==> src/hdl/trace_cfg_pkg.sv <==
/*
 * Sizing constants for the trace capture buffer.
 * Covers the storage depth, the fill limit used for write back-pressure,
 * the reader return buffer, the flush settle time and the register map.
 * Every module refers to these through trace_cfg_pkg:: scoped names.
 */
`default_nettype none

package trace_cfg_pkg;

   // trace word and external storage
   localparam int data_width      = 64;
   localparam int buf_depth       = 64;
   localparam int buf_addr_width  = $clog2(buf_depth);
   localparam int fill_width      = buf_addr_width + 1;

   // writes are refused at or above this occupancy
   localparam int fill_limit      = buf_depth - 4;

   // reader return buffer
   localparam int rd_fifo_depth       = 8;
   localparam int rd_fifo_addr_width  = $clog2(rd_fifo_depth);

   // settle cycles at the start of each flush state
   localparam int flush_delay     = 7;
   localparam int flush_cnt_width = $clog2(flush_delay + 1);

   // register map
   localparam int csr_addr_width  = 4;
   localparam int csr_data_width  = 32;
   localparam logic [csr_addr_width-1:0] csr_addr_ctrl   = 4'd0;
   localparam logic [csr_addr_width-1:0] csr_addr_status = 4'd1;
   localparam logic [csr_addr_width-1:0] csr_addr_fill   = 4'd2;
   localparam logic [csr_addr_width-1:0] csr_addr_count  = 4'd3;
   localparam int count_width     = 32;

endpackage

`default_nettype wire

==> src/hdl/trace_bus_pkg.sv <==
/*
 * Bus and state types shared between the trace capture blocks.
 * Holds the stored beat layout, the internal write and read request
 * records, the storage command, the register request and the
 * sequencer state encoding.
 */
`default_nettype none

package trace_bus_pkg;

   // one storage word, also the stream beat on both trace and dbg sides
   typedef struct packed {
      logic                                sop;
      logic                                eop;
      logic [trace_cfg_pkg::data_width-1:0] data;
   } stored_beat_t;

   // writer to arbiter
   typedef struct packed {
      logic [trace_cfg_pkg::buf_addr_width-1:0] addr;
      stored_beat_t                             beat;
   } wr_req_t;

   // reader to arbiter, address only
   typedef struct packed {
      logic [trace_cfg_pkg::buf_addr_width-1:0] addr;
   } rd_req_t;

   // registered storage master command
   typedef struct packed {
      logic                                     write;
      logic                                     read;
      logic [trace_cfg_pkg::buf_addr_width-1:0] addr;
      stored_beat_t                             wdata;
   } mem_cmd_t;

   // simple register port request
   typedef struct packed {
      logic                                     write;
      logic                                     read;
      logic [trace_cfg_pkg::csr_addr_width-1:0] addr;
      logic [trace_cfg_pkg::csr_data_width-1:0] wdata;
   } csr_req_t;

   // capture sequencer state, also reported in the status register
   typedef enum logic [1:0] {
      capt_idle     = 2'd0,
      capt_fifo     = 2'd1,
      capt_wr_flush = 2'd2,
      capt_rd_flush = 2'd3
   } capt_state_t;

endpackage

`default_nettype wire

==> src/hdl/trace_buf_writer.sv <==
/*
 * Write side of the trace buffer.
 * Accepts beats from the trace stream into a one-entry holding register
 * and presents each one as a storage write request at a wrapping write
 * pointer. The request stays up until the arbiter takes it.
 */
`default_nettype none

module trace_buf_writer (
   input  wire logic                         clk,
   input  wire logic                         arst_n,
   input  wire logic                         wr_en,
   input  wire logic                         trace_valid,
   input  wire trace_bus_pkg::stored_beat_t  trace_beat,
   input  wire logic                         wr_req_ready,
   output logic                              trace_ready,
   output logic                              wr_req_valid,
   output trace_bus_pkg::wr_req_t            wr_req,
   output logic                              wr_idle
);

   logic                                     hold_valid;
   trace_bus_pkg::stored_beat_t              hold_beat;
   logic [trace_cfg_pkg::buf_addr_width-1:0] wr_ptr;
   logic                                     accept;
   logic                                     drain;

   // take a new beat when the holding slot is free or emptying this cycle
   assign trace_ready = wr_en & (~hold_valid | wr_req_ready);
   assign accept      = trace_valid & trace_ready;
   assign drain       = hold_valid & wr_req_ready;

   always_ff @(posedge clk or negedge arst_n) begin
      if (!arst_n) begin
         hold_valid <= 1'b0;
      end else if (accept) begin
         hold_valid <= 1'b1;
      end else if (drain) begin
         hold_valid <= 1'b0;
      end
   end

   always_ff @(posedge clk) begin
      if (accept) begin
         hold_beat <= trace_beat;
      end
   end

   // pointer parks at zero while disabled and drained, so a new capture
   // starts at word 0 together with the reader
   always_ff @(posedge clk or negedge arst_n) begin
      if (!arst_n) begin
         wr_ptr <= '0;
      end else if (!wr_en && !hold_valid) begin
         wr_ptr <= '0;
      end else if (drain) begin
         wr_ptr <= wr_ptr + 1'b1;
      end
   end

   assign wr_req_valid = hold_valid;
   assign wr_req.addr  = wr_ptr;
   assign wr_req.beat  = hold_beat;
   assign wr_idle      = ~hold_valid;

endmodule

`default_nettype wire

==> src/hdl/trace_buf_reader.sv <==
/*
 * Read side of the trace buffer.
 * Issues storage reads in address order while stored words are available,
 * collects the returned words in a small buffer and drives them out on the
 * debug stream. Reads stop while the buffer plus the reads in flight would
 * overflow it, so dbg back-pressure stalls the storage reads.
 */
`default_nettype none

module trace_buf_reader (
   input  wire logic                                 clk,
   input  wire logic                                 arst_n,
   input  wire logic                                 rd_en,
   input  wire logic [trace_cfg_pkg::fill_width-1:0] fill,
   input  wire logic                                 rd_req_ready,
   input  wire logic                                 mem_readdatavalid,
   input  wire trace_bus_pkg::stored_beat_t          mem_readdata,
   input  wire logic                                 dbg_ready,
   output logic                                      rd_req_valid,
   output trace_bus_pkg::rd_req_t                    rd_req,
   output logic                                      dbg_valid,
   output trace_bus_pkg::stored_beat_t               dbg_beat,
   output logic                                      rd_idle
);

   localparam int aw = trace_cfg_pkg::rd_fifo_addr_width;

   trace_bus_pkg::stored_beat_t              ret_mem [trace_cfg_pkg::rd_fifo_depth];
   logic [aw-1:0]                            ret_wr_idx;
   logic [aw-1:0]                            ret_rd_idx;
   logic [aw:0]                              ret_count;
   logic [aw:0]                              outstanding;
   logic [aw:0]                              in_use;
   logic [trace_cfg_pkg::fill_width-1:0]     outstanding_ext;
   logic [trace_cfg_pkg::buf_addr_width-1:0] rd_ptr;
   logic                                     rd_grant;
   logic                                     pop;

   assign in_use          = outstanding + ret_count;
   assign outstanding_ext = {{(trace_cfg_pkg::fill_width - aw - 1){1'b0}}, outstanding};

   // fill only drops once a read completes, so a granted read still
   // counts in fill; requiring fill above the reads in flight keeps the
   // reader behind the written data
   assign rd_req_valid = rd_en && (fill > outstanding_ext)
                         && (in_use < trace_cfg_pkg::rd_fifo_depth);
   assign rd_req.addr  = rd_ptr;
   assign rd_grant     = rd_req_valid & rd_req_ready;

   assign dbg_valid = (ret_count != '0);
   assign dbg_beat  = ret_mem[ret_rd_idx];
   assign pop       = dbg_valid & dbg_ready;
   assign rd_idle   = (outstanding == '0) && (ret_count == '0);

   always_ff @(posedge clk or negedge arst_n) begin
      if (!arst_n) begin
         rd_ptr      <= '0;
         outstanding <= '0;
      end else begin
         if (!rd_en) begin
            rd_ptr <= '0;
         end else if (rd_grant) begin
            rd_ptr <= rd_ptr + 1'b1;
         end
         case ({rd_grant, mem_readdatavalid})
            2'b10:   outstanding <= outstanding + 1'b1;
            2'b01:   outstanding <= outstanding - 1'b1;
            default: outstanding <= outstanding;
         endcase
      end
   end

   // return buffer control
   always_ff @(posedge clk or negedge arst_n) begin
      if (!arst_n) begin
         ret_wr_idx <= '0;
         ret_rd_idx <= '0;
         ret_count  <= '0;
      end else begin
         if (mem_readdatavalid) begin
            ret_wr_idx <= ret_wr_idx + 1'b1;
         end
         if (pop) begin
            ret_rd_idx <= ret_rd_idx + 1'b1;
         end
         case ({mem_readdatavalid, pop})
            2'b10:   ret_count <= ret_count + 1'b1;
            2'b01:   ret_count <= ret_count - 1'b1;
            default: ret_count <= ret_count;
         endcase
      end
   end

   always_ff @(posedge clk) begin
      if (mem_readdatavalid) begin
         ret_mem[ret_wr_idx] <= mem_readdata;
      end
   end

endmodule

`default_nettype wire

==> src/hdl/storage_arbiter.sv <==
/*
 * Storage arbiter and fill-level counter.
 * Merges reader and writer requests into one registered storage command,
 * with reads taking priority. Writes are held off once the fill level
 * reaches the limit. The fill level counts completed writes minus
 * completed reads and clears on start.
 */
`default_nettype none

module storage_arbiter (
   input  wire logic                    clk,
   input  wire logic                    arst_n,
   input  wire logic                    start,
   input  wire logic                    wr_req_valid,
   input  wire trace_bus_pkg::wr_req_t  wr_req,
   input  wire logic                    rd_req_valid,
   input  wire trace_bus_pkg::rd_req_t  rd_req,
   input  wire logic                    mem_waitrequest,
   output logic                         wr_req_ready,
   output logic                         rd_req_ready,
   output trace_bus_pkg::mem_cmd_t      mem_cmd,
   output logic [trace_cfg_pkg::fill_width-1:0] fill
);

   logic                                     cmd_write;
   logic                                     cmd_read;
   logic [trace_cfg_pkg::buf_addr_width-1:0] cmd_addr;
   trace_bus_pkg::stored_beat_t              cmd_wdata;
   logic                                     slot_free;
   logic                                     near_full;
   logic                                     rd_grant;
   logic                                     wr_grant;

   // a new command may be loaded when none is pending or the pending one
   // completes this cycle
   assign slot_free = ~(cmd_write | cmd_read) | ~mem_waitrequest;
   assign near_full = (fill >= trace_cfg_pkg::fill_limit);

   assign rd_req_ready = slot_free;
   assign wr_req_ready = slot_free & ~rd_req_valid & ~near_full;
   assign rd_grant     = rd_req_valid & rd_req_ready;
   assign wr_grant     = wr_req_valid & wr_req_ready;

   always_ff @(posedge clk or negedge arst_n) begin
      if (!arst_n) begin
         cmd_write <= 1'b0;
         cmd_read  <= 1'b0;
      end else if (slot_free) begin
         cmd_read  <= rd_grant;
         cmd_write <= wr_grant;
      end
   end

   always_ff @(posedge clk) begin
      if (rd_grant) begin
         cmd_addr <= rd_req.addr;
      end else if (wr_grant) begin
         cmd_addr  <= wr_req.addr;
         cmd_wdata <= wr_req.beat;
      end
   end

   always_comb begin
      mem_cmd.write = cmd_write;
      mem_cmd.read  = cmd_read;
      mem_cmd.addr  = cmd_addr;
      mem_cmd.wdata = cmd_wdata;
   end

   // only one command completes per cycle
   always_ff @(posedge clk or negedge arst_n) begin
      if (!arst_n) begin
         fill <= '0;
      end else if (start) begin
         fill <= '0;
      end else if (cmd_write && !mem_waitrequest) begin
         fill <= fill + 1'b1;
      end else if (cmd_read && !mem_waitrequest) begin
         fill <= fill - 1'b1;
      end
   end

endmodule

`default_nettype wire

==> src/hdl/capture_sequencer.sv <==
/*
 * Capture sequencer.
 * Moves from idle to FIFO capture on start, then on stop flushes the
 * write path and the read path in turn before returning to idle.
 * Each flush waits a fixed settle time before it checks for completion.
 */
`default_nettype none

module capture_sequencer (
   input  wire logic                                 clk,
   input  wire logic                                 arst_n,
   input  wire logic                                 start,
   input  wire logic                                 stop,
   input  wire logic                                 wr_idle,
   input  wire logic                                 rd_idle,
   input  wire logic [trace_cfg_pkg::fill_width-1:0] fill,
   output logic                                      wr_en,
   output logic                                      rd_en,
   output trace_bus_pkg::capt_state_t                state
);

   localparam logic [trace_cfg_pkg::flush_cnt_width-1:0] delay_init =
      trace_cfg_pkg::flush_delay[trace_cfg_pkg::flush_cnt_width-1:0];

   logic [trace_cfg_pkg::flush_cnt_width-1:0] delay_cnt;

   always_ff @(posedge clk or negedge arst_n) begin
      if (!arst_n) begin
         state     <= trace_bus_pkg::capt_idle;
         wr_en     <= 1'b0;
         rd_en     <= 1'b0;
         delay_cnt <= '0;
      end else begin
         if (delay_cnt != '0) begin
            delay_cnt <= delay_cnt - 1'b1;
         end
         case (state)
            trace_bus_pkg::capt_fifo: begin
               if (stop) begin
                  state     <= trace_bus_pkg::capt_wr_flush;
                  wr_en     <= 1'b0;
                  delay_cnt <= delay_init;
               end
            end
            // reader keeps draining while the writer empties
            trace_bus_pkg::capt_wr_flush: begin
               if (delay_cnt == '0 && wr_idle) begin
                  state     <= trace_bus_pkg::capt_rd_flush;
                  delay_cnt <= delay_init;
               end
            end
            trace_bus_pkg::capt_rd_flush: begin
               if (delay_cnt == '0 && fill == '0 && rd_idle) begin
                  state <= trace_bus_pkg::capt_idle;
                  rd_en <= 1'b0;
               end
            end
            default: begin
               if (start) begin
                  state <= trace_bus_pkg::capt_fifo;
                  wr_en <= 1'b1;
                  rd_en <= 1'b1;
               end
            end
         endcase
      end
   end

endmodule

`default_nettype wire

==> src/hdl/capture_csr.sv <==
/*
 * Management registers for the trace capture buffer.
 * A control write pulses start (bit 0) or stop (bit 1) on the next cycle.
 * Reads return the sequencer state, the storage fill level or the number
 * of beats accepted since the last start, one cycle after the request.
 */
`default_nettype none

module capture_csr (
   input  wire logic                                     clk,
   input  wire logic                                     arst_n,
   input  wire trace_bus_pkg::csr_req_t                  csr_req,
   input  wire trace_bus_pkg::capt_state_t               state,
   input  wire logic [trace_cfg_pkg::fill_width-1:0]     fill,
   input  wire logic                                     trace_valid,
   input  wire logic                                     trace_ready,
   output logic [trace_cfg_pkg::csr_data_width-1:0]      csr_readdata,
   output logic                                          start,
   output logic                                          stop
);

   localparam int dw = trace_cfg_pkg::csr_data_width;

   logic [trace_cfg_pkg::count_width-1:0] beat_count;
   logic                                  ctrl_wr;

   assign ctrl_wr = csr_req.write && (csr_req.addr == trace_cfg_pkg::csr_addr_ctrl);

   always_ff @(posedge clk or negedge arst_n) begin
      if (!arst_n) begin
         start <= 1'b0;
         stop  <= 1'b0;
      end else begin
         start <= ctrl_wr & csr_req.wdata[0];
         stop  <= ctrl_wr & csr_req.wdata[1];
      end
   end

   // beats accepted on the trace input since the last start
   always_ff @(posedge clk or negedge arst_n) begin
      if (!arst_n) begin
         beat_count <= '0;
      end else if (start) begin
         beat_count <= '0;
      end else if (trace_valid && trace_ready) begin
         beat_count <= beat_count + 1'b1;
      end
   end

   always_ff @(posedge clk or negedge arst_n) begin
      if (!arst_n) begin
         csr_readdata <= '0;
      end else if (csr_req.read) begin
         case (csr_req.addr)
            trace_cfg_pkg::csr_addr_status:
               csr_readdata <= {{(dw - 2){1'b0}}, state};
            trace_cfg_pkg::csr_addr_fill:
               csr_readdata <= {{(dw - trace_cfg_pkg::fill_width){1'b0}}, fill};
            trace_cfg_pkg::csr_addr_count:
               csr_readdata <= beat_count;
            default:
               csr_readdata <= '0;
         endcase
      end
   end

endmodule

`default_nettype wire

==> src/hdl/trace_capture_top.sv <==
/*
 * Trace capture buffer top level, FIFO mode.
 * Trace beats are written in order to external storage and read back in
 * order onto the debug stream. Connects writer, reader, storage arbiter,
 * sequencer and register block.
 */
`default_nettype none

module trace_capture_top (
   input  wire logic                                 clk,
   input  wire logic                                 arst_n,
   input  wire logic                                 trace_valid,
   output logic                                      trace_ready,
   input  wire trace_bus_pkg::stored_beat_t          trace_beat,
   output logic                                      dbg_valid,
   input  wire logic                                 dbg_ready,
   output trace_bus_pkg::stored_beat_t               dbg_beat,
   output trace_bus_pkg::mem_cmd_t                   mem_cmd,
   input  wire logic                                 mem_waitrequest,
   input  wire logic                                 mem_readdatavalid,
   input  wire trace_bus_pkg::stored_beat_t          mem_readdata,
   input  wire trace_bus_pkg::csr_req_t              csr_req,
   output logic [trace_cfg_pkg::csr_data_width-1:0]  csr_readdata
);

   logic                                 start;
   logic                                 stop;
   logic                                 wr_en;
   logic                                 rd_en;
   logic                                 wr_idle;
   logic                                 rd_idle;
   logic [trace_cfg_pkg::fill_width-1:0] fill;
   trace_bus_pkg::capt_state_t           state;
   logic                                 wr_req_valid;
   logic                                 wr_req_ready;
   trace_bus_pkg::wr_req_t               wr_req;
   logic                                 rd_req_valid;
   logic                                 rd_req_ready;
   trace_bus_pkg::rd_req_t               rd_req;

   trace_buf_writer u_writer (
      .clk          (clk),
      .arst_n       (arst_n),
      .wr_en        (wr_en),
      .trace_valid  (trace_valid),
      .trace_beat   (trace_beat),
      .wr_req_ready (wr_req_ready),
      .trace_ready  (trace_ready),
      .wr_req_valid (wr_req_valid),
      .wr_req       (wr_req),
      .wr_idle      (wr_idle)
   );

   trace_buf_reader u_reader (
      .clk               (clk),
      .arst_n            (arst_n),
      .rd_en             (rd_en),
      .fill              (fill),
      .rd_req_ready      (rd_req_ready),
      .mem_readdatavalid (mem_readdatavalid),
      .mem_readdata      (mem_readdata),
      .dbg_ready         (dbg_ready),
      .rd_req_valid      (rd_req_valid),
      .rd_req            (rd_req),
      .dbg_valid         (dbg_valid),
      .dbg_beat          (dbg_beat),
      .rd_idle           (rd_idle)
   );

   storage_arbiter u_arbiter (
      .clk             (clk),
      .arst_n          (arst_n),
      .start           (start),
      .wr_req_valid    (wr_req_valid),
      .wr_req          (wr_req),
      .rd_req_valid    (rd_req_valid),
      .rd_req          (rd_req),
      .mem_waitrequest (mem_waitrequest),
      .wr_req_ready    (wr_req_ready),
      .rd_req_ready    (rd_req_ready),
      .mem_cmd         (mem_cmd),
      .fill            (fill)
   );

   capture_sequencer u_sequencer (
      .clk     (clk),
      .arst_n  (arst_n),
      .start   (start),
      .stop    (stop),
      .wr_idle (wr_idle),
      .rd_idle (rd_idle),
      .fill    (fill),
      .wr_en   (wr_en),
      .rd_en   (rd_en),
      .state   (state)
   );

   capture_csr u_csr (
      .clk          (clk),
      .arst_n       (arst_n),
      .csr_req      (csr_req),
      .state        (state),
      .fill         (fill),
      .trace_valid  (trace_valid),
      .trace_ready  (trace_ready),
      .csr_readdata (csr_readdata),
      .start        (start),
      .stop         (stop)
   );

endmodule

`default_nettype wire

==> config.mk <==
export PLATFORM = sky130hd
export DESIGN_NAME = trace_capture_top
export DESIGN_NICKNAME = d
export VERILOG_FILES = /design/src/hdl/trace_cfg_pkg.sv /design/src/hdl/trace_bus_pkg.sv /design/src/hdl/trace_buf_writer.sv /design/src/hdl/trace_buf_reader.sv /design/src/hdl/storage_arbiter.sv /design/src/hdl/capture_sequencer.sv /design/src/hdl/capture_csr.sv /design/src/hdl/trace_capture_top.sv
export SDC_FILE = /design/constraint.sdc
export NUM_CORES = 1
export LEC_CHECK = 0
export ABC_AREA = 0
export ABC_CLOCK_PERIOD_IN_PS = 18300
export BUFFER_PORTS_ARGS = -buffer_cell sky130_fd_sc_hd__buf_2
export CORE_MARGIN = 2
export CORE_UTILIZATION = 45
export CTS_CLUSTER_DIAMETER = 50
export DETAILED_ROUTE_END_ITERATION = 7
export GPL_TIMING_DRIVEN = 0
export PLACE_DENSITY = 0.67
export SYNTH_ARGS = -nofsm -noshare
export SYNTH_HDL_FRONTEND = slang
export SYNTH_SLANG_ARGS = --single-unit
==> constraint.sdc <==
create_clock -name clk -period 18.3 [get_ports clk]
set_clock_uncertainty 0.2 [all_clocks]
set_input_delay 0.915 -clock clk [delete_from_list [all_inputs] [get_ports clk]]
set_output_delay 0.915 -clock clk [all_outputs]
set_load 0.02 [all_outputs]
### Word level (Yosys, flattened, before mapping)

Memories as Yosys holds them, arrays and structs flattened.
Index checks and enable logic that the tools add are counted.

* add/sub/neg operators: 13
* $lt $le $gt $ge: 3
* eq/ne operators: 14
* multiplexer cells: 32
* bitwise gates (word level): 20
* reduce and logical (&&, ||, !) cells: 37

Operator list (count)
* $pmux 32 s3: 1
* $mux 32: 2
* $mux 6: 6
* $add 32x1->32 const B: 1
* $mux 7: 3
* $pmux 4 s2: 2
* $reduce_bool 2->1: 8
* $add 6x1->6 const B: 2
* $logic_not 4->1: 3
* $logic_and 1x1->1: 11
* $and 1x1->1: 9
* $mux 3: 3
* $add 4x1->4 const B: 2
* $eq 2x2->1 const B: 4
* $eq 4x2->1 const B: 2
* $mux 2: 4
* $not 1->1: 8
* $reduce_bool 4->1: 2
* $sub 4x1->4 const B: 2
* $add 7x1->7 const B: 1
* $ge 7x6->1 const B: 1
* $gt 7x4->1: 1
* $logic_not 7->1: 1
* $mux 1: 7
* 20 further kinds: 33

* register bits after elaboration: 247
* RAM bits: 528
* bits of input ports: 176
* word-level logic and storage cells: 145
* memories kept: 1

Memory list
* u_reader.ret_mem: words 8, bits a word 66, rd ports 1, clocked after Yosys merged registers in 0, wr ports 1, RTL line trace_buf_reader.sv:28 `trace_bus_pkg::stored_beat_t ret_mem [trace_cfg_pkg::rd_fifo_depth];`

### Longest topological paths before layout

Gate-level depths: netlist (run 1).

* word-level depth: 11
* depth in mapped cells: 16
* gate-level depth less buffers: 14

### Hierarchy

From an unflattened synthesis (run 1), not the netlist that was laid out.

* cells, all modules: 1486
* area total of the unflattened synthesis: 29923.7 um^2

Modules (own cells, without submodules)
* trace_buf_reader: instances 1, cells an instance 893, area an instance 21082.7 um^2, sequential area each 16355.7 um^2
* capture_csr: instances 1, cells an instance 284, area an instance 3081.7 um^2, sequential area each 1651.6 um^2
* storage_arbiter: instances 1, cells an instance 158, area an instance 2940.3 um^2, sequential area each 2387.3 um^2
* trace_buf_writer: instances 1, cells an instance 103, area an instance 2343.5 um^2, sequential area each 2157.1 um^2
* capture_sequencer: instances 1, cells an instance 48, area an instance 475.5 um^2, sequential area each 175.2 um^2

### Worst setup path before layout (run 1)

OpenSTA, ideal clock, no wires.

* path kind: input-to-reg
* start point: input mem_readdatavalid
* end point: memory u_reader.ret_mem[0][0] in the netlist's numbering, enable pin
* library setup time: 0.571 ns
* arrival: 5.495 ns
* slack: 12.034 ns
* cell stages on the path: 2
* buffers on the path: 0
* path through: nand2b_1 > nor3_1

* cells in the longest elaborated chain, start to end: 2

RTL lines
* start, declared: RTL line trace_capture_top.sv:20 `input wire logic mem_readdatavalid,`
* $mux 1: RTL line trace_buf_reader.sv:95 `if (mem_readdatavalid) begin`
* $mux 1 (implied by the code): RTL line trace_buf_reader.sv:96 `ret_mem[ret_wr_idx] <= mem_readdata;`
* end, declared: RTL line trace_buf_reader.sv:28

No other way between the ends.

==> impl_metrics.yaml, run 1 <==
route:
  ant_nets: 0
  drt_iter0_drc: 1299
  drcViolationCount: 0
  wl_per_cell_um: 21.9
  drt_pass1_iterations: 5
  finalWirelength_um: 64300
  via_count: 15800
  drt-vias-per-instance: 5.37
global_routing:
  track_usage_pct: 18.9
  grt_max_degree: 73
  antenna_found_initial: 11
  grt_pass1_vias: 16600
  grt_first_pass_wirelength_um: 97300
  overflow: 0
sta:
  setup_viol: 0
  tightest_slew_ns: 1.04
  max_freq_ghz: 0.205
  fin_crit_ns: 4.89
  hold_violations: 0
  post-route-period-util_pct: 26.7
  relSlewSlack_pct: 30.8
  slew_viol_final: 0
  finalSetupTns_ns: 0
  rsz0062_at_grt: "false"
cts:
  cts.htree.levels: 3
  cts.sinks: 775
  cts_tree: "done"
  post_cts_buffers: 0
  cts_buffers: 88
  root_buffer: "clkbuf_16"
  clock_path_buffers: 3
  insertion_delay_ns: 0.63
  clk_pin_slew_worst_paths_ns: 0.06
  cts_resized: 0
  cts_hold_buf: 0
cells_and_area:
  nFillCells: 5024
  area_growth_pct: 21.4
  finalNetCount: 2198
  fin_area_um2: 36200
  drive_gt1_share_pct: 35.3
  mostFrequentLayoutCell: "edfxtp_1"
  mostFrequentLayoutCells: "666 x edfxtp_1, 327 x buf_2, 132 x mux4_2, 109 x dfrtp_1, 90 x clkbuf_16"
worst_setup_path:
  required_ns: 17.19
  cp_cell_sequence: "clkbuf_1 > clkbuf_1 > buf_2 > mux4_2 > mux2_2 > buf_2"
  cp_slowest_cell: "clkbuf_1"
  start_kind: "register"
  crit_path_end_kind: "primary output"
  worstPathMaxFanout: 10
  crit_path_start: "u_reader.ret_rd_idx[0]"
  cpPeakStageDelay_ns: 0.70
  arrival_ns: 3.77
  crit_family: "buffers and inverters"
  worstPathBufferInverterCount: 4
  r2r_slack_ns: 14.37
  rr_startpoint: "u_reader.outstanding[1]"
  path_class: "register to primary output"
floorplan:
  io-pin-count: 350
  core_area_um2: 65700
  die_width_um: 262
  die_h_um: 262
  initial_core_util_pct: 45.4
  num_rows: 94
  dieArea_um2: 68400
logic_synthesis:
  yosys_warnings: 0
  synthCells: 1546
  synth-main-ff-cell: "edfxtp_1"
  ys_seq_elements: 775
  synthArstFlopShare_pct: 14.1
  synth_largest_area_cell: "edfxtp_1"
  synth_area_um2: 29800
  synth_seq_area_share_pct: 76.2
  synth_area_leaders: "edfxtp_1 67%, mux4_2 10%, dfrtp_1 9.1%"
  synth_area_per_cell_um2: 19.3
  netlist.area_leader.share_pct: 67.0
  syn-num-nets: 1752
  ys_types: 56
  synth_edf_count: 666
power_and_ir_drop:
  power.density_nw_per_um2: 167
  ir_drop_mv: 0.145
  p_leak_nw: 12.9
flow_run:
  max-cap-violations: 0
placed_design:
  place.gp.congestion: 0.810
  port_buffers: 319
  place_area_um2: 33300
  place_hpwl_um: 43100
hold_path:
  hold_path_class: "input port to async pin"
run_status:
  status: "complete, no violations"
[kinds of logic (layout without fill, tap and decap cells)]
group / count (synthesis) / after routing / synth area share (%)
buf+inv: 123 / 641 / 1.65
other cells: 0 / 5 / 0
mux: 223 / 223 / 13.3
flops: 775 / 775 / 76.2
simple gates: 216 / 216 / 3.71
compound gates: 154 / 154 / 3.10
fa+ha+maj: 30 / 30 / 1.31
xor+xnor: 25 / 25 / 0.734
[through the flow]
step | cells | hold slack [ns] | utilization, % | total power, mW | setup slack (ns)
floorplan | 1546 | 0.200 | - | 3.67 | 12.03
global placement | 2729 | 0.202 | 49.5 | 4.28 | 6.88
detailed placement | 2766 | 0.205 | 50.6 | 4.34 | 13.96
CTS | 2928 | 0.0505 | 55.1 | 6.12 | 13.27
global route | 2929 | 0.0843 | 55.1 | 6.33 | 13.23
finish | 2933 | 0.0582 | 55.1 | 6.03 | 13.41
[path summary, 6_finish.rpt]
check | to | cells after the start
worst max-delay path | dbg_beat[56] | 6
worst min-delay path | u_csr.csr_readdata[14] | 1
worst max register to register | u_writer.wr_req[55] | 11
worst min register to register | u_arbiter.mem_cmd[22] | 0
max in group asynchronous | u_reader.ret_wr_idx[0] | 2
min in group clk | u_arbiter.mem_cmd[22] | 0
[layout make-up]
class	count	area [um^2]	area share (%)
buffer	62	263	0.726
clock inverter	57	641	1.77
sequential	775	22700	62.8
antenna	5	12.5	0.0345
multi-input combinational	648	6680	18.5
tap	864	1080	2.99
clock buffer	105	2310	6.37
inverter	61	229	0.632
timing repair buffer	356	2270	6.27
[flip-flops by register name, summed over array words and instances, names as in the netlist, 2 cells and up]
name and flops:
u_reader.rd_req 6, u_csr.beat_count 32, u_sequencer.delay_cnt 3, u_arbiter.cmd_addr 6
u_arbiter.mem_cmd 66, u_reader.ret_rd_idx 3, u_writer.wr_ptr 6, u_reader.ret_count 4
u_csr.csr_readdata 32, u_reader.outstanding 4, u_writer.wr_req 66, u_reader.ret_wr_idx 3
u_sequencer.state 2, u_arbiter.fill 7, u_reader.ret_mem 528
[per-layer routing]
| layer | up-vias | GRT usage, % | wire length, um |
|---|---|---|---|
| met5 | - | 0 | 91 |
| met4 | 14 | 5.37 | 1220 |
| met3 | 100 | 5.60 | 5320 |
| met2 | 551 | 31.8 | 31900 |
| met1 | 8017 | 24.0 | 25700 |
| li1 | 7079 | - | - |
[Yosys cell counts, types with 7 or more instances]
| library cell | instances |
|---|---|
| edfxtp_1 | 666 |
| mux4_2 | 132 |
| dfrtp_1 | 109 |
| mux2_2 | 77 |
| nand2_1 | 68 |
| inv_1 | 61 |
| o21ai_0 | 60 |
| clkbuf_1 | 44 |
| a21oi_1 | 41 |
| nor2_1 | 38 |
| ha_1 | 28 |
| nand3_1 | 21 |
| or4_1 | 16 |
| mux2i_1 | 14 |
| o31ai_1 | 14 |
| or3_1 | 14 |
| nand4_1 | 13 |
| xnor2_1 | 13 |
| xor2_1 | 12 |
| buf_2 | 9 |
| o22ai_1 | 9 |
| nor3_1 | 7 |
[where the power goes]
| part | total (mW) | switching [mW] | internal (mW) |
|---|---|---|---|
| logic | 1.86 | 1.10 | 0.760 |
| registers | 2.41 | 0.122 | 2.29 |
| clock network | 1.76 | 0.708 | 1.05 |
Power figures use the tool's default switching activity.
==> inputs of run 2 (changes only) <==
--- a/config.mk
+++ b/config.mk
@@ -6,14 +6,14 @@
 export NUM_CORES = 1
 export LEC_CHECK = 0
 export ABC_AREA = 0
-export ABC_CLOCK_PERIOD_IN_PS = 18300
+export ABC_CLOCK_PERIOD_IN_PS = 4290
 export BUFFER_PORTS_ARGS = -buffer_cell sky130_fd_sc_hd__buf_2
 export CORE_MARGIN = 2
 export CORE_UTILIZATION = 45
 export CTS_CLUSTER_DIAMETER = 50
 export DETAILED_ROUTE_END_ITERATION = 7
 export GPL_TIMING_DRIVEN = 0
-export PLACE_DENSITY = 0.67
+export PLACE_DENSITY = 0.7
 export SYNTH_ARGS = -nofsm -noshare
 export SYNTH_HDL_FRONTEND = slang
 export SYNTH_SLANG_ARGS = --single-unit
==> constraint.sdc (replaced) <==
create_clock -name clk -period 4.29 [get_ports clk]
set_clock_uncertainty 0.2 [all_clocks]
set_input_delay 0.2145 -clock clk [delete_from_list [all_inputs] [get_ports clk]]
set_output_delay 0.2145 -clock clk [all_outputs]
set_load 0.02 [all_outputs]
==> run 2 against run 1 <==
Net effect: wire length up 6.5%; total power rose to 4.3 times the previous value; sequential cell count did not move; die area stayed put; critical path type unchanged.
==> impl_metrics.yaml, run 2 (synthesized netlist as in run 1, its figures left out) <==
placed_design:
  dp_worst_setup_slack_ns: 0.401
  place.gp.congestion: 0.854
  port_buffers: 319
  place_area_um2: 33300
  place_hpwl_um: 43200
sta:
  tightest_slew_ns: 0.975
  post-route-period-util_pct: 93.3
  max_freq_ghz: 0.250
  hold_violations: 0
  setup_viol: 0
  finalWorstSetupSlack_ns: 0.289
  slew_viol_final: 0
  relSlewSlack_pct: 34.8
  fin_crit_ns: 4.00
  rsz0062_at_grt: "false"
floorplan:
  die_h_um: 262
  initial_core_util_pct: 45.4
  core_area_um2: 65700
  io-pin-count: 350
  dieArea_um2: 68400
  die_width_um: 262
  num_rows: 94
cells_and_area:
  largest_register_ffs: 528
  finalNetCount: 2340
  utilization_pct: 57.3
  drive_gt1_share_pct: 32.7
  mostFrequentLayoutCells: "666 x edfxtp_1, 327 x buf_2, 149 x dlygate4sd3_1, 132 x mux4_2, 109 x dfrtp_1"
  mostFrequentLayoutCell: "edfxtp_1"
  area_growth_pct: 26.2
  fin_area_um2: 37700
  largest-register: "u_reader.ret_mem"
worst_setup_path:
  path_class: "register to primary output"
  worst_r2r_path_depth: 16
  crit_top_cell: "buf_2"
  worstPathBufferInverterCount: 4
  arrival_ns: 3.59
  worstPathMaxFanout: 10
  start_kind: "register"
  cp_cell_sequence: "clkbuf_1 > clkbuf_2 > buf_2 > mux4_2 > mux2_2 > buf_2"
  crit_family: "buffers and inverters"
  cp_slowest_cell: "mux4_2"
  r2r_end: "u_reader.outstanding[3]"
  r2r_slack_ns: 0.33
  rr_startpoint: "u_reader.outstanding[1]"
  required_ns: 3.88
  crit_path_end_kind: "primary output"
  cpPeakStageDelay_ns: 0.57
cts:
  insertion_delay_ns: 0.63
  clk_pin_slew_worst_paths_ns: 0.06
  cts_tree: "done"
  root_buffer: "clkbuf_16"
  cts.sinks: 775
  clock_path_buffers: 3
  cts.htree.levels: 3
  cts_buffers: 88
route:
  ant_nets: 0
  finalWirelength_um: 68500
  drt_pass1_iterations: 6
  wl_per_cell_um: 22.3
  drcViolationCount: 0
  drt-vias-per-instance: 5.43
  via_count: 16700
  drt_iter0_drc: 1309
run_status:
  status: "complete, no violations"
power_and_ir_drop:
  power.density_nw_per_um2: 685
  ir_drop_mv: 0.495
  p_leak_nw: 13.5
hold_path:
  hold_path_class: "input port to register"
  hold_depth: 2
  worstHoldStart: "trace_beat[15]"
  min_to: "u_writer.wr_req[15]"
global_routing:
  grt_first_pass_wirelength_um: 103000
  overflow: 0
  antenna_found_initial: 5
  grt_pass1_vias: 17500
  grt_max_degree: 59
  track_usage_pct: 20.1
flow_run:
  max-cap-violations: 0
-- run 2: layer usage --
layer | GRT usage (%) | wire length, um | share of wire [%]
met4 | 6.09 | 1490 | 2.2
met5 | 0 | 27 | 0.039
met2 | 33.2 | 33500 | 49
met3 | 4.95 | 5290 | 7.7
met1 | 26.4 | 28200 | 41
-- run 2: worst max path at each step --
stage | start | end | depth (start not counted)
3_3_place_gp | u_reader.ret_wr_idx[1] | u_reader.ret_mem[5][38] | 2
6_report | u_reader.ret_rd_idx[0] | dbg_beat[60] | 6
5_1_grt | u_reader.ret_rd_idx[0] | dbg_beat[60] | 6
2_1_floorplan | u_reader.outstanding[1] | u_arbiter.mem_cmd[0] | 8
3_5_place_dp | u_reader.outstanding[1] | u_reader.outstanding[2] | 16
4_1_cts | u_reader.ret_rd_idx[0] | dbg_beat[60] | 6
-- run 2: metrics by stage --
step / hold WS (ns) / total power, mW / instances / TNS (ns)
finish: 0.0951 / 25.8 / 3075 / 0
global route: 0.0842 / 27.0 / 3074 / 0
CTS: 0.0536 / 26.1 / 3072 / 0
detailed placement: 0.105 / 18.6 / 2758 / 0
global placement: 0.191 / 18.2 / 2729 / -1476.32
floorplan: -0.281 / 15.6 / 1546 / 0
-- run 2: what timing repair did --
| action | 4_1_cts | 5_1_grt |
|---|---|---|
| hold buffers | 150 | 0 |
| hold endpoints to repair | 750 | 0 |
| setup buffers | 0 | 0 |
| resized for setup | 3 | 0 |
| endpoints found under the setup margin | 66 | 0 |
-- run 2: cell type report --
class                      instances  area, um^2
inverter                          61         229
clock inverter                    55         556
sequential                       775       22700
multi-input combinational        648        6700
antenna                            3        7.51
timing repair buffer             498        3780
buffer                            62         267
fill                            4864       28100
clock buffer                     109        2310
tap                              864        1080
-- run 2: power breakdown --
group	leakage [nW]	internal (mW)	total [mW]	switching, mW
Sequential	7.54	9.77	10.3	0.571
Clock	1.39	4.26	7.33	3.07
Combinational	4.58	3.35	8.12	4.76
